## src/rtl/gfx_mem_pkg.sv

```systemverilog
/*
 * Video memory types shared by the graphics command front end.
 * Covers word addresses, pixel words and the write request bundle.
 */

package gfx_mem_pkg;

    // Word address into video memory
    typedef logic [31:0] vram_addr_t;

    // One memory word, colour or depth
    typedef logic [15:0] pixel_t;

    // Write request, held until acknowledged
    typedef struct packed {
        logic       select;
        logic       write;
        vram_addr_t address;
        pixel_t     data;
    } vram_req_t;

endpackage

```

## src/rtl/gfx_cmd_pkg.sv

```systemverilog
/*
 * Command stream definitions for the graphics command front end.
 * Holds the command word layout, the opcodes and the command FSM states.
 */

package gfx_cmd_pkg;

    // Opcodes still handled, anything else is dropped
    typedef enum logic [7:0] {
        OP_CLEAR        = 8'd1,
        OP_SWAP         = 8'd2,
        OP_SET_TEX_ADDR = 8'd3,
        OP_WRITE_TEX    = 8'd4
    } opcode_e;

    // Select picks the high half for addresses, depth for clear
    typedef struct packed {
        logic [7:0]  opcode;
        logic [6:0]  reserved;
        logic        select;
        logic [15:0] payload;
    } cmd_word_t;

    typedef enum logic [2:0] {
        IDLE,
        DECODE,
        FILL,
        TEX_WRITE,
        SWAP_WAIT
    } cmd_state_e;

endpackage

```

## src/rtl/vram_writer.sv

```systemverilog
/*
 * Video memory writer. Writes one data word to a run of consecutive
 * addresses, each write held until acknowledged.
 */

`timescale 1ns/1ns

module vram_writer (
    input  logic                    clk,
    input  logic                    reset_i,
    input  logic                    start_i,
    input  gfx_mem_pkg::vram_addr_t addr_i,
    input  gfx_mem_pkg::vram_addr_t count_i,
    input  gfx_mem_pkg::pixel_t     data_i,
    output logic                    busy_o,
    output gfx_mem_pkg::vram_req_t  vram_req_o,
    input  logic                    vram_ack_i
);
    import gfx_mem_pkg::*;

    typedef enum logic [1:0] {
        W_IDLE,
        W_WRITE,
        W_GAP
    } wr_state_e;

    wr_state_e  state_q;
    vram_addr_t addr_q;
    vram_addr_t remaining_q;
    pixel_t     data_q;
    logic       load;
    logic       last_word;

    assign load = (state_q == W_IDLE) && start_i;

    // A zero count still writes a single word
    assign last_word = (remaining_q <= vram_addr_t'(1));

    always_ff @(posedge clk) begin
        if (reset_i) begin
            state_q     <= W_IDLE;
            remaining_q <= '0;
        end else begin
            case (state_q)
                W_IDLE: begin
                    if (start_i) begin
                        state_q     <= W_WRITE;
                        remaining_q <= count_i;
                    end
                end

                W_WRITE: begin
                    if (vram_ack_i) begin
                        if (last_word) begin
                            state_q <= W_IDLE;
                        end else begin
                            state_q     <= W_GAP;
                            remaining_q <= remaining_q - vram_addr_t'(1);
                        end
                    end
                end

                // Select low for one cycle between words
                W_GAP: state_q <= W_WRITE;

                default: state_q <= W_IDLE;
            endcase
        end
    end

    always_ff @(posedge clk) begin
        if (load) begin
            addr_q <= addr_i;
            data_q <= data_i;
        end else if (state_q == W_GAP) begin
            addr_q <= addr_q + vram_addr_t'(1);
        end
    end

    assign busy_o = (state_q != W_IDLE);

    always_comb begin
        vram_req_o.select  = (state_q == W_WRITE);
        vram_req_o.write   = (state_q == W_WRITE);
        vram_req_o.address = addr_q;
        vram_req_o.data    = data_q;
    end

endmodule

```

## src/rtl/buffer_swap.sv

```systemverilog
/*
 * Front and back buffer exchange, optionally held off until vsync.
 * Keeps swap and busy up after an exchange until vsync is seen.
 */

`timescale 1ns/1ns

module buffer_swap #(
    parameter int FB_WIDTH  = 128,
    parameter int FB_HEIGHT = 128
) (
    input  logic                    clk,
    input  logic                    reset_i,
    input  logic                    swap_req_i,
    input  logic                    wait_vsync_i,
    input  logic                    vsync_i,
    output logic                    swap_o,
    output logic                    busy_o,
    output gfx_mem_pkg::vram_addr_t front_addr_o,
    output gfx_mem_pkg::vram_addr_t back_addr_o
);
    import gfx_mem_pkg::*;

    localparam vram_addr_t FRAME_SIZE = vram_addr_t'(FB_WIDTH * FB_HEIGHT);

    logic pending_q;
    logic swap_q;
    logic exchange;

    // New request goes straight through unless it has to wait for vsync
    assign exchange = (swap_req_i && (!wait_vsync_i || vsync_i)) || (pending_q && vsync_i);

    always_ff @(posedge clk) begin
        if (reset_i) begin
            pending_q    <= 1'b0;
            swap_q       <= 1'b0;
            front_addr_o <= '0;
            back_addr_o  <= FRAME_SIZE;
        end else if (exchange) begin
            front_addr_o <= back_addr_o;
            back_addr_o  <= front_addr_o;
            swap_q       <= 1'b1;
            pending_q    <= 1'b0;
        end else begin
            if (swap_req_i) begin
                pending_q <= 1'b1;
            end
            if (swap_q && vsync_i) begin
                swap_q <= 1'b0;
            end
        end
    end

    assign swap_o = swap_q;
    assign busy_o = pending_q | swap_q;

endmodule

```

## src/rtl/command_unit.sv

```systemverilog
/*
 * Command unit. Takes words from the command stream, decodes them and
 * drives the memory writer and buffer swapper. Owns the texture write pointer.
 */

`timescale 1ns/1ns

module command_unit #(
    parameter int FB_WIDTH  = 128,
    parameter int FB_HEIGHT = 128
) (
    input  logic                    clk,
    input  logic                    reset_i,

    input  logic                    cmd_valid_i,
    output logic                    cmd_ready_o,
    input  gfx_cmd_pkg::cmd_word_t  cmd_data_i,

    input  gfx_mem_pkg::vram_addr_t back_addr_i,
    input  logic                    swap_busy_i,
    output logic                    swap_req_o,
    output logic                    swap_wait_vsync_o,

    input  logic                    fill_busy_i,
    output logic                    fill_start_o,
    output gfx_mem_pkg::vram_addr_t fill_addr_o,
    output gfx_mem_pkg::vram_addr_t fill_count_o,
    output gfx_mem_pkg::pixel_t     fill_data_o
);
    import gfx_mem_pkg::*;
    import gfx_cmd_pkg::*;

    localparam vram_addr_t FRAME_SIZE = vram_addr_t'(FB_WIDTH * FB_HEIGHT);
    localparam vram_addr_t DEPTH_ADDR = vram_addr_t'(2 * FB_WIDTH * FB_HEIGHT);

    cmd_state_e state_q;
    cmd_word_t  cmd_q;
    vram_addr_t tex_ptr_q;
    opcode_e    op;

    assign op = opcode_e'(cmd_q.opcode);

    // Stream is only open while nothing is in flight
    assign cmd_ready_o = (state_q == IDLE);

    // Writer and swapper sample these during DECODE only
    assign fill_start_o = (state_q == DECODE) && (op == OP_CLEAR || op == OP_WRITE_TEX);
    assign fill_data_o  = cmd_q.payload;

    always_comb begin
        fill_addr_o  = tex_ptr_q;
        fill_count_o = vram_addr_t'(1);
        if (op == OP_CLEAR) begin
            // Depth region sits after both colour buffers
            fill_addr_o  = cmd_q.select ? DEPTH_ADDR : back_addr_i;
            fill_count_o = FRAME_SIZE;
        end
    end

    assign swap_req_o        = (state_q == DECODE) && (op == OP_SWAP);
    assign swap_wait_vsync_o = cmd_q.payload[0];

    always_ff @(posedge clk) begin
        if (cmd_valid_i && cmd_ready_o) begin
            cmd_q <= cmd_data_i;
        end
    end

    always_ff @(posedge clk) begin
        if (reset_i) begin
            state_q   <= IDLE;
            tex_ptr_q <= '0;
        end else begin
            case (state_q)
                IDLE: begin
                    if (cmd_valid_i) begin
                        state_q <= DECODE;
                    end
                end

                DECODE: begin
                    case (op)
                        OP_CLEAR:     state_q <= FILL;
                        OP_WRITE_TEX: state_q <= TEX_WRITE;
                        OP_SWAP:      state_q <= SWAP_WAIT;
                        OP_SET_TEX_ADDR: begin
                            if (cmd_q.select) begin
                                tex_ptr_q[31:16] <= cmd_q.payload;
                            end else begin
                                tex_ptr_q[15:0] <= cmd_q.payload;
                            end
                            state_q <= IDLE;
                        end
                        default:      state_q <= IDLE;
                    endcase
                end

                FILL: begin
                    if (!fill_busy_i) begin
                        state_q <= IDLE;
                    end
                end

                TEX_WRITE: begin
                    // Pointer moves on once the word is in memory
                    if (!fill_busy_i) begin
                        tex_ptr_q <= tex_ptr_q + vram_addr_t'(1);
                        state_q   <= IDLE;
                    end
                end

                SWAP_WAIT: begin
                    if (!swap_busy_i) begin
                        state_q <= IDLE;
                    end
                end

                default: state_q <= IDLE;
            endcase
        end
    end

endmodule

```

## src/rtl/graphite_cmd.sv

```systemverilog
/*
 * Graphics command front end top level.
 * Ties the command unit to the buffer swapper and the video memory writer.
 */

`timescale 1ns/1ns

module graphite_cmd #(
    parameter int FB_WIDTH  = 128,
    parameter int FB_HEIGHT = 128
) (
    input  logic                    clk,
    input  logic                    reset_i,

    input  logic                    cmd_valid_i,
    output logic                    cmd_ready_o,
    input  gfx_cmd_pkg::cmd_word_t  cmd_data_i,

    output gfx_mem_pkg::vram_req_t  vram_req_o,
    input  logic                    vram_ack_i,

    input  logic                    vsync_i,
    output logic                    swap_o,
    output gfx_mem_pkg::vram_addr_t front_addr_o
);
    import gfx_mem_pkg::*;

    logic       fill_start;
    logic       fill_busy;
    vram_addr_t fill_addr;
    vram_addr_t fill_count;
    pixel_t     fill_data;

    logic       swap_req;
    logic       swap_wait_vsync;
    logic       swap_busy;
    vram_addr_t back_addr;

    command_unit #(
        .FB_WIDTH (FB_WIDTH),
        .FB_HEIGHT(FB_HEIGHT)
    ) command_unit_i (
        .clk              (clk),
        .reset_i          (reset_i),
        .cmd_valid_i      (cmd_valid_i),
        .cmd_ready_o      (cmd_ready_o),
        .cmd_data_i       (cmd_data_i),
        .back_addr_i      (back_addr),
        .swap_busy_i      (swap_busy),
        .swap_req_o       (swap_req),
        .swap_wait_vsync_o(swap_wait_vsync),
        .fill_busy_i      (fill_busy),
        .fill_start_o     (fill_start),
        .fill_addr_o      (fill_addr),
        .fill_count_o     (fill_count),
        .fill_data_o      (fill_data)
    );

    buffer_swap #(
        .FB_WIDTH (FB_WIDTH),
        .FB_HEIGHT(FB_HEIGHT)
    ) buffer_swap_i (
        .clk         (clk),
        .reset_i     (reset_i),
        .swap_req_i  (swap_req),
        .wait_vsync_i(swap_wait_vsync),
        .vsync_i     (vsync_i),
        .swap_o      (swap_o),
        .busy_o      (swap_busy),
        .front_addr_o(front_addr_o),
        .back_addr_o (back_addr)
    );

    vram_writer vram_writer_i (
        .clk       (clk),
        .reset_i   (reset_i),
        .start_i   (fill_start),
        .addr_i    (fill_addr),
        .count_i   (fill_count),
        .data_i    (fill_data),
        .busy_o    (fill_busy),
        .vram_req_o(vram_req_o),
        .vram_ack_i(vram_ack_i)
    );

endmodule

```

## config.mk

```make
export PLATFORM = sky130hd
export DESIGN_NAME = graphite_cmd
export DESIGN_NICKNAME = d
export VERILOG_FILES = /design/src/rtl/gfx_mem_pkg.sv /design/src/rtl/gfx_cmd_pkg.sv /design/src/rtl/vram_writer.sv /design/src/rtl/buffer_swap.sv /design/src/rtl/command_unit.sv /design/src/rtl/graphite_cmd.sv
export SDC_FILE = /design/constraint.sdc
export NUM_CORES = 1
export LEC_CHECK = 0
export BUFFER_PORTS_ARGS = -buffer_cell sky130_fd_sc_hd__buf_2
export CAP_MARGIN = 10
export CORE_MARGIN = 4
export CORE_UTILIZATION = 30
export CTS_BUF_LIST = sky130_fd_sc_hd__clkbuf_4
export DETAILED_ROUTE_END_ITERATION = 16
export PLACE_DENSITY_LB_ADDON = 0.2
export SYNTH_ARGS = -nofsm -noshare
export SYNTH_HDL_FRONTEND = slang
export SYNTH_SLANG_ARGS = --single-unit
```

## constraint.sdc

```tcl
create_clock -name clk -period 3.9 [get_ports clk]
set_input_delay 0.78 -clock clk [delete_from_list [all_inputs] [get_ports clk]]
set_output_delay 0.78 -clock clk [all_outputs]
set_load 0.05 [all_outputs]
```

==> load_flow_metrics.sql <==
INSERT INTO impl_metrics (metric_group, metric, value, unit) VALUES
('run_status', 'run_status', 'completed', ''),
('global_routing', 'maximum_number_of_pins_on_one_net_before_global_route_repair', '78', ''),
('worst_setup_path', 'critical_path.max_stage_delay', '0.74', 'ns'),
('pwr', 'vdd.ir_drop.worst', '191.1', 'uV'),
('clock_tree', 'clock_insertion_delay_worst_skew', '0.71', 'ns'),
('layout', 'layout-drive-gt1-share', '19.72', '%'),
('detailed_routing', 'routed_via_density', '5.253', ''),
('global_routing', 'via_count_of_the_first_global_routing_pass', '8466', ''),
('global_routing', 'grt_first_pass_wirelength', '48380', 'um'),
('synth', 'syn-cell-area', '0.01018', 'sq mm'),
('timing', 'setup-tns-final', '0', 'ns'),
('worst_setup_path', 'reg2reg_slack', '0.78', 'ns'),
('timing', 'slew_headroom', '38.94', '%'),
('synth', 'syn_inst', '1133', ''),
('synth', 'synth.yosys.seq_area_share', '48.07', '%'),
('clock_tree', 'clock_tree.buffer_depth', '3', ''),
('clock_tree', 'htreeDepth', '2', ''),
('run', 'max-cap-violations', '0', ''),
('worst_setup_path', 'worstSetupEndpointType', 'flop', ''),
('timing', 'hold-worst-slack', '0.2574', 'ns'),
('synth', 'syn-num-nets', '1174', ''),
('timing', 'rsz0062_at_grt', 'no', ''),
('clock_tree', 'clk_transition_reported_paths', '0.06', 'ns'),
('detailed_routing', 'drt_wl_total', '31360', 'um'),
('synth', 'synth_warnings', '0', ''),
('clock_tree', 'cts_resized', '0', ''),
('detailed_routing', 'post_detailed_route_wirelength_per_cell', '17.99', 'um'),
('floorplan', 'die_area', '0.03695', 'sq mm'),
('pwr', 'total_leakage_power', '0.004180', 'uW'),
('worst_setup_path', 'critical_path_class', 'reg2reg', ''),
('detailed_routing', 'detail_route.first_pass.iterations', '5', ''),
('worst_setup_path', 'r2r_cells', '5', ''),
('timing', 'worst-slew-pin-transition', '0.9159', 'ns'),
('synth', 'ys_top_cells_by_area', 'sky130_fd_sc_hd__dfxtp_1 27%, sky130_fd_sc_hd__edfxtp_1 22%, sky130_fd_sc_hd__nand2_1 7.4%', ''),
('place', 'io_buffers', '113', ''),
('timing', 'report.final.hold_viol_count', '0', ''),
('detailed_routing', 'route.vias.total', '9156', ''),
('layout', 'layout-area-overhead-vs-synth', '17.30', '%'),
('global_routing', 'grt_antenna_before_repair', '4', ''),
('floorplan', 'io-pin-count', '121', ''),
('pwr', 'post-layout-total-power', '4411', 'uW'),
('timing', 'final_critical_path_setup_slack', '0.7830', 'ns'),
('layout', 'post-route-util', '35.62', '%'),
('global_routing', 'use_met3', '4.144', '%'),
('worst_hold_path', 'worstHoldPathCells', '1', ''),
('timing', 'timing.final.setup_violations', '0', ''),
('synth', 'yosys_most_used_dff', 'sky130_fd_sc_hd__dfxtp_1', ''),
('clock_tree', 'cts-root-buf', 'sky130_fd_sc_hd__clkbuf_4', ''),
('timing', 'max_freq', '320.8', 'MHz'),
('worst_setup_path', 'timing.rr.start', 'vram_writer_i.remaining_q[2]$_SDFFE_PP0P_', ''),
('floorplan', 'dieWidth', '192.2', 'um'),
('global_routing', 'busiest_layer', 'met2', ''),
('pwr', 'power_density_relative_to_cell_area', '369.3', 'mW/mm^2'),
('global_routing', 'met2_track_demand_over_resource_in_global_routing', '24.94', '%'),
('floorplan', 'core', '0.03353', 'sq mm'),
('place', 'gpl.final_weighted_congestion', '0.8465', ''),
('worst_setup_path', 'critical_path.startpoint_type', 'flop', ''),
('worst_setup_path', 'critPathMostFrequentCell', 'sky130_fd_sc_hd__or4_1', ''),
('detailed_routing', 'drt_iter0_markers', '791', ''),
('clock_tree', 'post_cts_buffers', '0', ''),
('synth', 'ys_seq_elements', '208', ''),
('timing', 'clock_period_minus_final_worst_setup_slack', '3.117', 'ns'),
('detailed_routing', 'drcViolationCount', '0', ''),
('timing', 'post-route-period-util', '79.92', '%'),
('clock_tree', 'tritoncts.num_buffers', '59', ''),
('worst_setup_path', 'path_cells', 'or4_1, or4_1, o31ai_4, a2111oi_0, mux2i_1', ''),
('worst_setup_path', 'cpLargestDelayFamily', 'simple AND/OR/NAND/NOR gates', ''),
('clock_tree', 'cts_tree', 'done', ''),
('global_routing', 'grt_use_met1', '23.12', '%'),
('clock_tree', 'clkSinkCount', '208', ''),
('layout', 'layout.nets', '1292', '');
[worst reg2reg max path: stages (launching register included)]
cell	delay, ns
sky130_fd_sc_hd__dfxtp_1	0.35
sky130_fd_sc_hd__or4_1	0.72
sky130_fd_sc_hd__or4_1	0.74
sky130_fd_sc_hd__o31ai_4	0.72
sky130_fd_sc_hd__a2111oi_0	0.30
sky130_fd_sc_hd__mux2i_1	0.17
[metal layers]
metal	wire [um]	vias to the layer above
met5	0	-
met4	746	0
met3	2073	53
met2	13800	271
met1	14740	4344
li1	-	4488
[power by group]
| group | switching, uW | leakage [uW] | internal (uW) | total (uW) |
|---|---|---|---|---|
| clock network | 945 | 0.000440 | 1070 | 2010 |
| registers | 18.0 | 0.00176 | 2260 | 2280 |
| logic | 85.0 | 0.00198 | 38.6 | 124 |
[Yosys cell counts (5+ instances only)]
master,count
sky130_fd_sc_hd__a21oi_1,129
sky130_fd_sc_hd__nand3_1,27
sky130_fd_sc_hd__nor2b_1,6
sky130_fd_sc_hd__nor3b_1,32
sky130_fd_sc_hd__and2_1,11
sky130_fd_sc_hd__clkbuf_1,61
sky130_fd_sc_hd__and3_1,12
sky130_fd_sc_hd__buf_1,8
sky130_fd_sc_hd__mux2i_1,24
sky130_fd_sc_hd__a211oi_1,43
sky130_fd_sc_hd__buf_2,9
sky130_fd_sc_hd__or4_1,10
sky130_fd_sc_hd__o21ai_0,34
sky130_fd_sc_hd__o31ai_1,8
sky130_fd_sc_hd__or3_1,31
sky130_fd_sc_hd__nor4_1,22
sky130_fd_sc_hd__dfxtp_1,135
sky130_fd_sc_hd__nand4_1,21
sky130_fd_sc_hd__xnor2_1,16
sky130_fd_sc_hd__xor2_1,8
sky130_fd_sc_hd__a31o_2,5
sky130_fd_sc_hd__nand3b_1,6
sky130_fd_sc_hd__edfxtp_1,73
sky130_fd_sc_hd__nand2_1,201
sky130_fd_sc_hd__nor2_1,36
sky130_fd_sc_hd__inv_1,22
sky130_fd_sc_hd__and4_1,11
sky130_fd_sc_hd__nor3_1,25
sky130_fd_sc_hd__a2111oi_0,9
sky130_fd_sc_hd__o22ai_1,7
sky130_fd_sc_hd__a31oi_1,14
[cell type report]
| type | instances | area [sq um] |
|---|---|---|
| fillers | 3539 | 21590 |
| well taps | 448 | 560.5 |
| clock buffers | 86 | 645.6 |
| repair buffers | 138 | 755.7 |
| clock inverters | 17 | 91.34 |
| inverters | 22 | 82.58 |
| flip-flops and latches | 208 | 4895 |
| multi-input cells | 822 | 4908 |
| diodes | 2 | 5.005 |
[sequential cells by signal (all words and copies together), names as in the netlist, 3 cells and up]
signal,count
buffer_swap_i.back_addr_o,32
buffer_swap_i.front_addr_o,32
command_unit_i.fill_data_o,16
command_unit_i.op,8
command_unit_i.state_q,3
command_unit_i.tex_ptr_q,32
vram_writer_i.addr_q,32
vram_writer_i.data_q,16
vram_writer_i.remaining_q,32
[kinds of logic after synthesis]
logic type / Yosys count / share of synthesized area, %
adder cells (fa/ha/maj): 4 / 0.4915
buffers and inverters: 103 / 4.092
multiplexers: 24 / 2.359
AO/OA/AOI/OAI: 301 / 18.97
flip-flops: 208 / 48.07
XOR/XNOR: 24 / 2.064
AND/OR/NAND/NOR: 469 / 23.95
[per-stage QoR]
step           instances  instance area [sq um]
6_report            1743                  11940
3_5_place_dp        1638                  11200
2_1_floorplan       1133                  10180
4_1_cts             1741                  11940
3_3_place_gp        1638                  11200
5_1_grt             1742                  11940
[how the worst max path moves through the flow]
stage	from	end	slack, ns	depth (start not counted)
global placement	vram_writer_i.remaining_q[2]$_SDFFE_PP0P_	vram_writer_i.remaining_q[17]$_SDFFE_PP0P_	0.80	5
global route	command_unit_i.state_q[0]$_SDFFE_PP0P_	vram_writer_i.addr_q[22]$_DFFE_PP_	0.67	6
CTS	vram_writer_i.remaining_q[2]$_SDFFE_PP0P_	vram_writer_i.remaining_q[13]$_SDFFE_PP0P_	0.78	5
detailed placement	vram_writer_i.remaining_q[2]$_SDFFE_PP0P_	vram_writer_i.remaining_q[17]$_SDFFE_PP0P_	0.79	5
finish	vram_writer_i.remaining_q[2]$_SDFFE_PP0P_	vram_writer_i.remaining_q[17]$_SDFFE_PP0P_	0.78	5
floorplan	command_unit_i.op[5]$_DFFE_PP_	vram_writer_i.addr_q[0]$_DFFE_PP_	0.79	3
[cell usage in the layout (no fill, tap or decap), types with 4 or more instances in the layout]
cell type	count
sky130_fd_sc_hd__nand3_1	26
sky130_fd_sc_hd__o22ai_1	7
sky130_fd_sc_hd__clkinv_1	14
sky130_fd_sc_hd__a2111oi_0	9
sky130_fd_sc_hd__xor2_1	8
sky130_fd_sc_hd__a31oi_1	14
sky130_fd_sc_hd__mux2i_1	24
sky130_fd_sc_hd__o21ai_0	34
sky130_fd_sc_hd__xnor2_1	16
sky130_fd_sc_hd__buf_2	112
sky130_fd_sc_hd__clkbuf_4	86
sky130_fd_sc_hd__ha_1	4
sky130_fd_sc_hd__a31o_2	5
sky130_fd_sc_hd__and4_1	11
sky130_fd_sc_hd__buf_4	26
sky130_fd_sc_hd__a211oi_1	43
sky130_fd_sc_hd__nor2b_1	6
sky130_fd_sc_hd__and2_1	11
sky130_fd_sc_hd__or4_1	10
sky130_fd_sc_hd__nor2_1	36
sky130_fd_sc_hd__nand3b_1	6
sky130_fd_sc_hd__or2_2	4
sky130_fd_sc_hd__nand2_1	201
sky130_fd_sc_hd__and3_1	12
sky130_fd_sc_hd__o311ai_0	4
sky130_fd_sc_hd__dfxtp_1	135
sky130_fd_sc_hd__nor4_1	22
sky130_fd_sc_hd__o31ai_1	8
sky130_fd_sc_hd__nor3_1	25
sky130_fd_sc_hd__nor3b_1	32
sky130_fd_sc_hd__nand4_1	21
sky130_fd_sc_hd__edfxtp_1	73
sky130_fd_sc_hd__or3_1	30
sky130_fd_sc_hd__a21oi_1	128
sky130_fd_sc_hd__a21o_1	4
sky130_fd_sc_hd__inv_1	22
Power figures use the tool's default switching activity.
